===== config.mk =====
export PLATFORM = sky130hd
export DESIGN_NAME = alu_apb_top
export DESIGN_NICKNAME = d
export VERILOG_FILES = /design/src/rtl/alu_pkg.sv /design/src/rtl/alu_decode.sv /design/src/rtl/alu_execute.sv /design/src/rtl/alu_result.sv /design/src/rtl/alu_apb_top.sv
export VERILOG_INCLUDE_DIRS = /design/src /design/src/rtl
export SDC_FILE = /design/constraint.sdc
export NUM_CORES = 1
export LEC_CHECK = 0
export ABC_CLOCK_PERIOD_IN_PS = 8000
export BUFFER_PORTS_ARGS = -buffer_cell sky130_fd_sc_hd__buf_2
export CAP_MARGIN = 40
export CORE_MARGIN = 4
export CORE_UTILIZATION = 61
export DETAILED_ROUTE_END_ITERATION = 10
export PLACE_DENSITY = 0.83
export SLEW_MARGIN = 20
export SYNTH_ARGS = -nofsm -noshare
export SYNTH_HDL_FRONTEND = slang
export SYNTH_SLANG_ARGS = --single-unit

===== constraint.sdc =====
create_clock -name clk -period 8 [get_ports clk]
set_input_delay 0.8 -clock clk [delete_from_list [all_inputs] [get_ports clk]]
set_output_delay 0.8 -clock clk [all_outputs]
set_load 0.01 [all_outputs]

===== src/rtl/alu_cfg.svh =====
// ALU coprocessor configuration
// Datapath width, APB address width and the register map byte offsets

`ifndef ALU_CFG_SVH
`define ALU_CFG_SVH

////////////////////////////////////////
// Widths
////////////////////////////////////////
`define ALU_DATA_W 16      // Operand and result width, datapath is built for 16
`define ALU_ADDR_W 8       // APB byte address width

////////////////////////////////////////
// Register map, byte offsets
////////////////////////////////////////
`define ALU_REG_OPA    8'h00  // Operand A, read/write
`define ALU_REG_OPB    8'h04  // Operand B, read/write
`define ALU_REG_OPCODE 8'h08  // Write launches an operation
`define ALU_REG_RESULT 8'h0C  // Last result, read only
`define ALU_REG_FLAGS  8'h10  // Z/V/N flags, read only

// Bit 0 busy, bit 1 sticky opcode error
`define ALU_REG_STATUS 8'h14

`endif


===== src/rtl/alu_pkg.sv =====
// ALU coprocessor shared types
// Opcode encoding, register addresses and flag bit positions

`include "alu_cfg.svh"

package alu_pkg;

  ////////////////////////////////////////
  // Opcodes
  ////////////////////////////////////////
  // Codes 0xC..0xF are left undefined and treated as invalid
  typedef enum logic [3:0] {
    OP_ADD    = 4'h0,  // Saturating add
    OP_SUB    = 4'h1,  // Saturating subtract
    OP_XOR    = 4'h2,
    OP_RED    = 4'h3,  // Nibble reduction sum
    OP_SLL    = 4'h4,
    OP_SRA    = 4'h5,
    OP_ROR    = 4'h6,
    OP_PADDSB = 4'h7,  // Four nibble saturating adds
    OP_LW     = 4'h8,  // Address calc, wraps
    OP_SW     = 4'h9,
    OP_LLB    = 4'hA,  // Load low byte
    OP_LHB    = 4'hB   // Load high byte
  } alu_op_e;

  ////////////////////////////////////////
  // Register addresses
  ////////////////////////////////////////
  typedef enum logic [`ALU_ADDR_W-1:0] {
    REG_OPA    = `ALU_REG_OPA,
    REG_OPB    = `ALU_REG_OPB,
    REG_OPCODE = `ALU_REG_OPCODE,
    REG_RESULT = `ALU_REG_RESULT,
    REG_FLAGS  = `ALU_REG_FLAGS,
    REG_STATUS = `ALU_REG_STATUS
  } reg_addr_e;

  // Bit positions inside FLAGS
  typedef enum logic [1:0] {
    FLAG_Z = 2'd0,  // Zero
    FLAG_V = 2'd1,  // Signed overflow
    FLAG_N = 2'd2   // Negative
  } flag_bit_e;

endpackage


===== src/rtl/alu_decode.sv =====
// APB slave and register decode for the ALU coprocessor
// Holds the operand and opcode registers, launches an operation on an
// OPCODE write and inserts wait states on RESULT/FLAGS reads while busy

`include "alu_cfg.svh"

module alu_decode (
  input  logic                   clk,
  input  logic                   reset,
  // APB slave side
  input  logic                   psel,
  input  logic                   penable,
  input  logic                   pwrite,
  input  logic [`ALU_ADDR_W-1:0] paddr,
  input  logic [`ALU_DATA_W-1:0] pwdata,
  output logic [`ALU_DATA_W-1:0] prdata,
  output logic                   pready,
  // Back from the result block
  input  logic [`ALU_DATA_W-1:0] result_q,
  input  logic [2:0]             flags_q,
  input  logic                   busy,
  input  logic                   err_q,
  // Towards execute
  output logic [`ALU_DATA_W-1:0] op_a,
  output logic [`ALU_DATA_W-1:0] op_b,
  output alu_pkg::alu_op_e       opcode,
  output logic                   launch
);

  localparam int DW = `ALU_DATA_W;

  alu_pkg::reg_addr_e addr;  // Decoded register address
  logic wr_access;           // Write in its access phase
  logic rd_sel;              // Read selected, setup or access
  logic rd_wait;             // Read that has to stall

  assign addr = alu_pkg::reg_addr_e'(paddr);

  assign wr_access = psel & penable & pwrite;  // Writes never wait
  assign rd_sel    = psel & ~pwrite;

  // Only RESULT and FLAGS depend on an operation in flight
  assign rd_wait = rd_sel & penable & busy &
                   ((addr == alu_pkg::REG_RESULT) | (addr == alu_pkg::REG_FLAGS));

  assign pready = ~rd_wait;  // High when idle too

  ////////////////////////////////////////
  // Register writes and launch
  ////////////////////////////////////////
  always_ff @(posedge clk) begin
    if (reset) begin
      op_a   <= '0;
      op_b   <= '0;
      opcode <= alu_pkg::OP_ADD;  // Encodes as zero
      launch <= 1'b0;
    end else begin
      // One cycle pulse, same edge that loads the opcode
      launch <= wr_access & (addr == alu_pkg::REG_OPCODE);
      if (wr_access) begin
        case (addr)
          alu_pkg::REG_OPA:    op_a <= pwdata;
          alu_pkg::REG_OPB:    op_b <= pwdata;
          alu_pkg::REG_OPCODE: opcode <= alu_pkg::alu_op_e'(pwdata[3:0]);
          default: ;  // Read only or unmapped, write dropped
        endcase
      end
    end
  end

  ////////////////////////////////////////
  // Read data mux
  ////////////////////////////////////////
  always_comb begin
    prdata = '0;
    if (rd_sel) begin
      case (addr)
        alu_pkg::REG_OPA:    prdata = op_a;
        alu_pkg::REG_OPB:    prdata = op_b;
        alu_pkg::REG_OPCODE: prdata = {{(DW-4){1'b0}}, opcode};  // Last opcode written
        alu_pkg::REG_RESULT: prdata = result_q;
        alu_pkg::REG_FLAGS:  prdata = {{(DW-3){1'b0}}, flags_q};
        alu_pkg::REG_STATUS: prdata = {{(DW-2){1'b0}}, err_q, busy};
        default:             prdata = '0;  // Unmapped reads as zero
      endcase
    end
  end

endmodule


===== src/rtl/alu_execute.sv =====
// Registered ALU of the coprocessor
// Computes the 16-bit model CPU operations in one combinational stage and
// captures result, Z/V/N set signals and opcode on launch

`include "alu_cfg.svh"

module alu_execute (
  input  logic                   clk,
  input  logic                   reset,
  input  logic [`ALU_DATA_W-1:0] op_a,
  input  logic [`ALU_DATA_W-1:0] op_b,
  input  alu_pkg::alu_op_e       opcode,
  input  logic                   launch,
  output logic [`ALU_DATA_W-1:0] alu_out,
  output logic                   z_set,
  output logic                   v_set,
  output logic                   n_set,
  output logic                   ex_valid,
  output alu_pkg::alu_op_e       ex_op
);

  localparam int DW = `ALU_DATA_W;

  ////////////////////////////////////////
  // Helpers
  ////////////////////////////////////////

  // Sum of the eight signed nibbles of A and B, sign extended
  function automatic logic [DW-1:0] red_sum(input logic [DW-1:0] a,
                                            input logic [DW-1:0] b);
    logic [6:0]      acc;  // -64..56 fits in 7 bits
    logic [2*DW-1:0] nib;
    acc = '0;
    nib = {a, b};
    for (int i = 0; i < 8; i++) begin
      acc = acc + {{3{nib[4*i+3]}}, nib[4*i +: 4]};
    end
    return {{(DW-7){acc[6]}}, acc};
  endfunction

  // Four independent signed nibble adds with saturation
  function automatic logic [DW-1:0] paddsb(input logic [DW-1:0] a,
                                           input logic [DW-1:0] b);
    logic [4:0]    s;  // One guard bit
    logic [DW-1:0] r;
    r = '0;
    for (int i = 0; i < 4; i++) begin
      s = {a[4*i+3], a[4*i +: 4]} + {b[4*i+3], b[4*i +: 4]};
      if (s[4] != s[3])
        r[4*i +: 4] = s[4] ? 4'h8 : 4'h7;  // Clamp toward the true sign
      else
        r[4*i +: 4] = s[3:0];
    end
    return r;
  endfunction

  ////////////////////////////////////////
  // Adder path
  ////////////////////////////////////////
  logic          addr_op;            // LW or SW
  logic [DW-1:0] in_a, in_b;         // Adder inputs after address shaping
  logic [DW-1:0] sum_step, sum_out;
  logic          pos_ov, neg_ov;     // Saturation direction
  logic [DW-1:0] sra_out;
  logic [2*DW-1:0] rot;              // Doubled word for rotate
  logic [DW-1:0] res;                // Combinational result

  assign addr_op = (opcode == alu_pkg::OP_LW) | (opcode == alu_pkg::OP_SW);

  // Address calc is (A & ~1) + (B << 1)
  assign in_a = addr_op ? (op_a & 16'hFFFE) : op_a;
  assign in_b = addr_op ? {op_b[DW-2:0], 1'b0} : op_b;

  assign sum_step = (opcode == alu_pkg::OP_SUB) ? (in_a - in_b) : (in_a + in_b);

  // Overflow only counts for ADD and SUB
  assign pos_ov = ((opcode == alu_pkg::OP_ADD) & ~in_a[DW-1] & ~in_b[DW-1] &  sum_step[DW-1]) |
                  ((opcode == alu_pkg::OP_SUB) & ~in_a[DW-1] &  in_b[DW-1] &  sum_step[DW-1]);
  assign neg_ov = ((opcode == alu_pkg::OP_ADD) &  in_a[DW-1] &  in_b[DW-1] & ~sum_step[DW-1]) |
                  ((opcode == alu_pkg::OP_SUB) &  in_a[DW-1] & ~in_b[DW-1] & ~sum_step[DW-1]);

  // LW/SW never flag overflow, so they wrap
  assign sum_out = pos_ov ? 16'h7FFF :
                   neg_ov ? 16'h8000 : sum_step;

  ////////////////////////////////////////
  // Shifter
  ////////////////////////////////////////
  assign sra_out = $signed(op_a) >>> op_b[3:0];  // Arithmetic, keeps sign
  assign rot     = {op_a, op_a} >> op_b[3:0];    // Low half is the rotate

  ////////////////////////////////////////
  // Result select
  ////////////////////////////////////////
  always_comb begin
    res = '0;
    case (opcode)
      alu_pkg::OP_ADD,
      alu_pkg::OP_SUB,
      alu_pkg::OP_LW,
      alu_pkg::OP_SW:     res = sum_out;
      alu_pkg::OP_XOR:    res = op_a ^ op_b;
      alu_pkg::OP_RED:    res = red_sum(op_a, op_b);
      alu_pkg::OP_SLL:    res = op_a << op_b[3:0];
      alu_pkg::OP_SRA:    res = sra_out;
      alu_pkg::OP_ROR:    res = rot[DW-1:0];
      alu_pkg::OP_PADDSB: res = paddsb(op_a, op_b);
      alu_pkg::OP_LLB:    res = {op_a[DW-1:8], op_b[7:0]};  // Upper byte kept
      alu_pkg::OP_LHB:    res = {op_b[7:0], op_a[7:0]};     // Lower byte kept
      default:            res = '0;  // 0xC..0xF
    endcase
  end

  ////////////////////////////////////////
  // Output registers
  ////////////////////////////////////////
  always_ff @(posedge clk) begin
    if (reset)
      ex_valid <= 1'b0;
    else
      ex_valid <= launch;  // One cycle behind launch
  end

  // Payload, only meaningful alongside ex_valid
  always_ff @(posedge clk) begin
    if (launch) begin
      alu_out <= res;
      z_set   <= (res == '0);
      v_set   <= pos_ov | neg_ov;
      n_set   <= res[DW-1];
      ex_op   <= opcode;
    end
  end

endmodule


===== src/rtl/alu_result.sv =====
// Result and flag registers of the ALU coprocessor
// Loads the result on ex_valid, updates Z/V/N under a per-opcode mask,
// keeps the sticky opcode error and tracks operations in flight

`include "alu_cfg.svh"

module alu_result (
  input  logic                   clk,
  input  logic                   reset,
  input  logic                   launch,
  input  logic [`ALU_DATA_W-1:0] alu_out,
  input  logic                   z_set,
  input  logic                   v_set,
  input  logic                   n_set,
  input  logic                   ex_valid,
  input  alu_pkg::alu_op_e       ex_op,
  output logic [`ALU_DATA_W-1:0] result_q,
  output logic [2:0]             flags_q,
  output logic                   busy,
  output logic                   err_q
);

  logic [1:0] inflight;  // At most two operations overlap
  logic       op_valid;

  assign op_valid = (ex_op <= alu_pkg::OP_LHB);  // 0xC..0xF undefined

  // Launch cycle counts as busy, count catches up one edge later
  assign busy = launch | (inflight != 2'd0);

  ////////////////////////////////////////
  // In-flight counter
  ////////////////////////////////////////
  always_ff @(posedge clk) begin
    if (reset) begin
      inflight <= 2'd0;
    end else begin
      case ({launch, ex_valid})
        2'b10:   inflight <= inflight + 2'd1;
        2'b01:   inflight <= inflight - 2'd1;
        default: inflight <= inflight;  // Both or neither
      endcase
    end
  end

  ////////////////////////////////////////
  // Result, flags and error
  ////////////////////////////////////////
  always_ff @(posedge clk) begin
    if (reset) begin
      result_q <= '0;
      flags_q  <= 3'b000;
      err_q    <= 1'b0;
    end else if (ex_valid) begin
      result_q <= alu_out;
      err_q    <= ~op_valid;  // Next valid opcode clears it
      case (ex_op)
        // Arithmetic keeps all three
        alu_pkg::OP_ADD,
        alu_pkg::OP_SUB: begin
          flags_q[alu_pkg::FLAG_Z] <= z_set;
          flags_q[alu_pkg::FLAG_V] <= v_set;
          flags_q[alu_pkg::FLAG_N] <= n_set;
        end
        alu_pkg::OP_XOR,
        alu_pkg::OP_SLL,
        alu_pkg::OP_SRA,
        alu_pkg::OP_ROR: flags_q[alu_pkg::FLAG_Z] <= z_set;  // Logic ops, Z only
        default: ;  // RED, PADDSB, LW/SW, LLB/LHB and invalid leave flags
      endcase
    end
  end

endmodule


===== src/rtl/alu_apb_top.sv =====
// ALU coprocessor top level
// APB slave decode feeding a registered ALU and the result/flag registers

`include "alu_cfg.svh"

module alu_apb_top (
  input  logic                   clk,
  input  logic                   reset,
  input  logic                   psel,
  input  logic                   penable,
  input  logic                   pwrite,
  input  logic [`ALU_ADDR_W-1:0] paddr,
  input  logic [`ALU_DATA_W-1:0] pwdata,
  output logic [`ALU_DATA_W-1:0] prdata,
  output logic                   pready
);

  // Decode to execute
  logic [`ALU_DATA_W-1:0] op_a, op_b;
  alu_pkg::alu_op_e       opcode;
  logic                   launch;

  // Execute to result
  logic [`ALU_DATA_W-1:0] alu_out;
  logic                   z_set, v_set, n_set;
  logic                   ex_valid;
  alu_pkg::alu_op_e       ex_op;

  // Result back to decode
  logic [`ALU_DATA_W-1:0] result_q;
  logic [2:0]             flags_q;
  logic                   busy, err_q;

  alu_decode u_decode (
    .clk(clk), .reset(reset),
    .psel(psel), .penable(penable), .pwrite(pwrite), .paddr(paddr),
    .pwdata(pwdata), .prdata(prdata), .pready(pready),
    .result_q(result_q), .flags_q(flags_q), .busy(busy), .err_q(err_q),
    .op_a(op_a), .op_b(op_b), .opcode(opcode), .launch(launch)
  );

  alu_execute u_execute (
    .clk(clk), .reset(reset),
    .op_a(op_a), .op_b(op_b), .opcode(opcode), .launch(launch),
    .alu_out(alu_out), .z_set(z_set), .v_set(v_set), .n_set(n_set),
    .ex_valid(ex_valid), .ex_op(ex_op)
  );

  alu_result u_result (
    .clk(clk), .reset(reset), .launch(launch),
    .alu_out(alu_out), .z_set(z_set), .v_set(v_set), .n_set(n_set),
    .ex_valid(ex_valid), .ex_op(ex_op),
    .result_q(result_q), .flags_q(flags_q), .busy(busy), .err_q(err_q)
  );

endmodule


==> impl_metrics.ini, run 1 <==
[cts]
post_cts_resize_count = 0
cts_inserted_buffers = 9
clock_insertion_delay_worst_skew_ps = 350
clock_tree.buffer_depth = 2
htree_levels = 3
numClockSinks = 82
cts_hold_repair.buffers = 0
clockRootBuffer = sky130_fd_sc_hd__clkbuf_16
clk_pin_slew_ps = 70
cts_tree = yes
post-cts-setup-buffer-count = 0

[detailed_routing]
via_count = 9375
remaining_drc_errors = 0
routed_wirelength_mm = 32.4
avgViaCountPerCell = 7.02
firstDrtPassIters = 5
wl_per_cell_um = 24.3
drtIter0Drc = 1408
drt.antenna.violating_nets = 0

[synthesis]
synth-edff-count = 22
synth_cell_type_count = 72
postSynthAreaPerCell_um2 = 8.23
synth-async-reset-ratio_pct = 0
synthTopCellsByArea = sky130_fd_sc_hd__dfxtp_1 (13%), sky130_fd_sc_hd__mux2i_1 (12%), sky130_fd_sc_hd__edfxtp_1 (7.0%)
syn-num-nets = 1249
synth_largest_area_cell = sky130_fd_sc_hd__dfxtp_1
ys_seq_elements = 82
ys.flop_type = sky130_fd_sc_hd__dfxtp_1
synth-warning-count = 0
syn_inst = 1147
synth.cell_area_um2 = 9440
share_of_synthesized_area_occupied_by_flip_flops_and_latches_pct = 19.7
netlist.area_leader.share_pct = 12.7

[critical_path]
slowest_delay_ps = 610
worst_ep_required_time_ps = 8180
cp_slowest_cell = sky130_fd_sc_hd__dfxtp_1
cpLargestDelayFamily = adder cells
end_kind = register
r2r.worst_path.cells = 22
timing.critical_path.arrival_ps = 6970
critical_path.startpoint_type = register
critical_path_cell_count = 22
critPathMaxFanout = 14
worst-setup-path-type = reg2reg
worstPathCellList = inv_1 > fa_1 > inv_1 > ha_1 > fa_1 > a2111oi_0 > a21oi_1 > fa_1 > inv_1 > fa_1 > inv_1 > fa_1 > inv_1 > ha_1 > nor2_1 > a21oi_1 > xnor2_1 > or3_1 > nand2_1 > a211o_1 > or4_1 > nor4_2
worst-path-buf-inv = 5

[grt]
grt_first_pass_wirelength_mm = 49.6
via_count_of_the_first_global_routing_pass = 8708
largest_net_degree_at_the_start_of_global_routing = 58
total_global_routing_track_utilization_pct = 36.3
antenna_found_initial = 0
global_route.overflow_total = 0

[pwr]
irDropWorstVdd_mv = 0.149
share_comb_of_total_power_pct = 5.3
clock_power_share_pct = 47.1
switching_share_pct = 25.7
static-leakage-power_nw = 4.27
powerDensity_nw_per_um2 = 88.3
seqPwrFrac_pct = 47.6
power_switching_mw = 0.230
power_report.internal_total_mw = 0.664

[floorplan]
die_area_um2 = 17500
floorplan.initialDensity_pct = 62.1
die-width_um = 132
io-pin-count = 46
placementRows = 45
core_area_um2 = 15200
chipHeight_um = 132

[placement]
place_ws_ps = 1320
finalWeightedCongestion = 1.08
detailedPlacementHpwl_mm = 23.4
dpl_cell_area_um2 = 9830
port-buffer-count = 45
dpl.cell_count = 1319

[sta]
final_hold_violation_count = 0
max_clock_freq_mhz = 147
timing.final.max_slew_violations = 0
max_slew.worst_pin.slew_ps = 877
maxSlewHeadroom_pct = 41.3
final_skew_ps = 8.65
setup_slack_ps = 1210
period_minus_slack_ps = 6790
grt_setup_unrepaired = no
timing.final.setup_violations = 0
min_period_over_period_pct = 84.9
tns_ps = 0

[run_status]
status = finished, final reports clean

[worst_hold_path]
min_path_cells = 2
timing.hold.worst.class = reg2reg

[finish]
drive_above_1_share_pct = 13.6
stdcell_count = 1336
finish.net_count = 1244
layout-area-overhead-vs-synth_pct = 7.36
final_design_area_no_fill_um2 = 10100
layout_common_cells = sky130_fd_sc_hd__nor2_1 (148), sky130_fd_sc_hd__mux2i_1 (117), sky130_fd_sc_hd__nand2_1 (87)
layout_commonest_cell = sky130_fd_sc_hd__nor2_1

[run]
count_of_maximum_capacitance_violations = 0
-- worst min-delay path: cells and delay by family, from the launching register on --
family,cells,cell delay (ps)
flops,1,320
simple gates,1,70
mux,1,60
-- flip-flops by register name (all words and copies together) (netlist names), 2 cells and up --
signal	cells
u_decode.op_a	16
u_decode.op_b	16
u_result.result_q	16
u_execute.alu_out	15
u_decode.opcode	4
u_execute.ex_op	4
u_result.flags_q	3
u_result.inflight	2
-- stage by stage --
| step | utilization (%) | power [mW] | hold slack [ps] |
|---|---|---|---|
| 6_report | 66.6 | 0.895 | 488 |
| 3_5_place_dp | 64.7 | 0.482 | 473 |
| 3_3_place_gp | 64.1 | 0.480 | 459 |
| 5_1_grt | 66.6 | 0.917 | 514 |
| 2_1_floorplan | - | 0.465 | 446 |
| 4_1_cts | 66.6 | 0.895 | 482 |
-- cells in the mapped netlist (all sizes together), types with 13 or more instances --
library cell  instances
a211oi               19
a21oi                73
a31oi                27
buf                  17
clkbuf               78
dfxtp                60
edfxtp               22
fa                   31
ha                   42
inv                  53
mux2                 13
mux2i               117
mux4                 28
nand2                87
nand3                21
nor2                149
nor3                 23
o211ai               17
o21ai                48
xnor2                19
-- power by group through the flow --
stage / sequential, mW / combinational [mW] / clock [mW]
global route: 0.426 / 0.0514 / 0.440
floorplan: 0.435 / 0.0300 / 0
CTS: 0.426 / 0.0464 / 0.422
finish: 0.426 / 0.0474 / 0.421
detailed placement: 0.435 / 0.0461 / 0
global placement: 0.435 / 0.0442 / 0
-- cells by family after synthesis --
logic type               synth area share [%]
AO/OA/AOI/OAI                            18.9
XOR/XNOR                                 3.06
adder cells (fa/ha/maj)                  12.9
buffers and inverters                    6.07
flip-flops                               19.7
multiplexers                             20.7
AND/OR/NAND/NOR                          18.7
-- cell type report --
cell class / instances / area, µm²
Sequential cell: 82 / 1870
Clock buffer: 9 / 225
Clock inverter: 7 / 70.1
Multi-Input combinational cell: 916 / 7000
Antenna cell: 1 / 2.50
Inverter: 54 / 203
Timing Repair Buffer: 79 / 528
Tap cell: 188 / 235
Fill cell: 1264 / 5070
-- routing by layer --
| metal | track usage (%) | wire, µm | vias up |
|---|---|---|---|
| li1 | - | - | 4177 |
| met1 | 48.1 | 12300 | 4369 |
| met2 | 55.2 | 14200 | 694 |
| met3 | 9.58 | 4080 | 135 |
| met4 | 17.6 | 1900 | 0 |
| met5 | 0 | 0 | - |
-- worst paths after layout --
kind / start / end / slack [ps]
hold reg to reg: u_execute.alu_out[12] / u_result.result_q[12] / 490
setup reg to reg: u_decode.op_b[5] / u_execute.z_set / 1210
setup / recovery: u_decode.op_b[5] / u_execute.z_set / 1210
hold / removal: u_execute.alu_out[12] / u_result.result_q[12] / 490
Power figures use the tool's default switching activity.
==> inputs of run 2 (changes only) <==
ABC_AREA = 1   (was default)
ABC_CLOCK_PERIOD_IN_PS = 7050   (was 8000)
PLACE_DENSITY = 0.84   (was 0.83)
clock period = 7.05 ns   (was 8 ns; I/O delays follow)
==> impl_metrics.ini, run 2 <==
[run_status]
status = finished, final reports clean

[floorplan]
core_area_um2 = 13900
die-width_um = 127
placementRows = 43
chipHeight_um = 127
die_area_um2 = 16100
io-pin-count = 46
floorplan.initialDensity_pct = 62.2

[cts]
post_cts_resize_count = 0
post-cts-setup-buffer-count = 0
cts_inserted_buffers = 9
clock_tree.buffer_depth = 2
clockRootBuffer = sky130_fd_sc_hd__clkbuf_16
clock_insertion_delay_worst_skew_ps = 350
cts_tree = yes
htree_levels = 3
cts_hold_repair.buffers = 0
numClockSinks = 82
clk_pin_slew_ps = 70

[critical_path]
end_kind = register
cpLargestDelayFamily = adder cells
r2r_start = u_decode.op_b[5]
slowest_delay_ps = 540
critical_path.startpoint_type = register
timing.reg2reg.setup_slack_ps = 710
timing.critical_path.arrival_ps = 6450
cp_slowest_cell = sky130_fd_sc_hd__fa_1
r2r.worst_path.cells = 32
critical_path_cell_count = 32
worst-setup-path-type = reg2reg
worst-path-buf-inv = 8
worst_r2r_dst = u_execute.z_set
critPathMaxFanout = 6
worst_ep_required_time_ps = 7160

[finish]
drive_above_1_share_pct = 7.60
layout-area-overhead-vs-synth_pct = 6.95
finish.net_count = 1478
num-fill-cells = 1308
layout_commonest_cell = sky130_fd_sc_hd__nand2_1
finish.utilization_pct = 66.6
stdcell_count = 1563
registers_with_the_most_flip_flops = u_decode.op_a: 16 flops, u_decode.op_b: 16 flops, u_result.result_q: 16 flops
layout_common_cells = sky130_fd_sc_hd__nand2_1 (351), sky130_fd_sc_hd__inv_1 (179), sky130_fd_sc_hd__o21ai_0 (158)
final_design_area_no_fill_um2 = 9240

[synthesis]
syn_inst = 1362
synth.cells.most_frequent = sky130_fd_sc_hd__nand2_1 (351), sky130_fd_sc_hd__inv_1 (179), sky130_fd_sc_hd__o21ai_0 (158)
netlist.area_leader.share_pct = 15.3
ys_seq_elements = 82
synth_cell_type_count = 52
synth.cell_area_um2 = 8640
post-synth-top-count-cell = sky130_fd_sc_hd__nand2_1
synthTopCellsByArea = sky130_fd_sc_hd__nand2_1 (15%), sky130_fd_sc_hd__dfxtp_1 (14%), sky130_fd_sc_hd__o21ai_0 (9.2%)
synth-edff-count = 22
postSynthAreaPerCell_um2 = 6.34
syn-num-nets = 1464
synth_largest_area_cell = sky130_fd_sc_hd__nand2_1
synth-warning-count = 0
synth-async-reset-ratio_pct = 0
share_of_synthesized_area_occupied_by_flip_flops_and_latches_pct = 21.6
ys.flop_type = sky130_fd_sc_hd__dfxtp_1

[sta]
maxSlewHeadroom_pct = 43.7
timing.final.max_slew_violations = 0
min_period_over_period_pct = 89.9
tns_ps = 0
max_slew.worst_pin.slew_ps = 823
period_minus_slack_ps = 6340
final_hold_violation_count = 0
max_clock_freq_mhz = 158
setup_slack_ps = 714
grt_setup_unrepaired = no
final_skew_ps = 9.25
timing.final.setup_violations = 0

[pwr]
irDropWorstVdd_mv = 0.164
powerDensity_nw_per_um2 = 112
static-leakage-power_nw = 4.52

[detailed_routing]
routed_wirelength_mm = 32.3
remaining_drc_errors = 0
avgViaCountPerCell = 6.12
wl_per_cell_um = 20.7
firstDrtPassIters = 8
via_count = 9567
drt.antenna.violating_nets = 0
drtIter0Drc = 1360

[grt]
global_route.overflow_total = 0
largest_net_degree_at_the_start_of_global_routing = 54
antenna_found_initial = 2
grt_first_pass_wirelength_mm = 49.5
via_count_of_the_first_global_routing_pass = 8727
total_global_routing_track_utilization_pct = 39.9

[worst_hold_path]
hold_path_end = u_result.flags_q[2]
holdCritStartpoint = u_result.flags_q[2]
min_path_cells = 2
timing.hold.worst.class = reg2reg

[placement]
dpl_cell_area_um2 = 8930
place_ws_ps = 778
dpl.cell_count = 1544
detailedPlacementHpwl_mm = 25.0
finalWeightedCongestion = 1.07
port-buffer-count = 45

[run]
count_of_maximum_capacitance_violations = 0
==> run 2: per-layer routing <==
metal	track usage, %	up-vias	wire (µm)
met3	9.91	122	3900
met1	55.1	4297	13200
li1	-	4491	-
met2	59.3	655	13500
met4	18.0	2	1660
met5	0	-	12
==> run 2: how the worst max path moves through the flow <==
| stage | startpoint | end | slack (ps) |
|---|---|---|---|
| floorplan | u_decode.op_b[1] | u_execute.z_set | 980 |
| global placement | u_decode.op_b[5] | u_execute.z_set | 930 |
| detailed placement | u_decode.op_b[5] | u_execute.z_set | 780 |
| CTS | u_decode.op_b[5] | u_execute.z_set | 790 |
| global route | u_decode.op_b[5] | u_execute.z_set | 220 |
| finish | u_decode.op_b[5] | u_execute.z_set | 710 |
==> run 2: cell families after synthesis <==
kind of cell,after synthesis,synth area share (%)
xor gates and xnor gates,36,3.65
DFF,82,21.6
buffers and inverters,244,11.3
AOI/OAI and AO/OA,332,21.5
muxes,2,0.232
and+or+nand+nor,593,28.5
adders and majority gates,73,13.3
==> run 2: report_power, final <==
part           switching, mW  total [mW]  leakage [nW]  internal [mW]
registers           0.000488       0.486         0.676          0.486
logic                 0.0569      0.0871          3.70         0.0302
clock network          0.215       0.463         0.141          0.248
total                  0.272        1.04          4.52          0.764
==> run 2: cell type report <==
class,count,area [µm²],share of cell area (%)
Sequential cell,82,1860,20.2
Tap cell,180,225,2.44
Inverter,189,722,7.81
Clock inverter,7,70.1,0.758
Clock buffer,9,225,2.44
Multi-Input combinational cell,1036,5800,62.8
Timing Repair Buffer,58,330,3.58
Antenna cell,2,5.00,0.0542
==> run 2: per-stage QoR <==
| step | power [mW] | hold WS (ps) |
|---|---|---|
| detailed placement | 0.581 | 449 |
| CTS | 1.03 | 458 |
| floorplan | 0.555 | 406 |
| finish | 1.04 | 459 |
| global route | 1.06 | 476 |
| global placement | 0.579 | 442 |
==> run 2: tightest hold or removal path, delay by kind of cell, from the launching register on <==
kind                   cells  cell delay, ps
DFF                        1             300
buffers and inverters      1              60
AOI/OAI and AO/OA          1              60
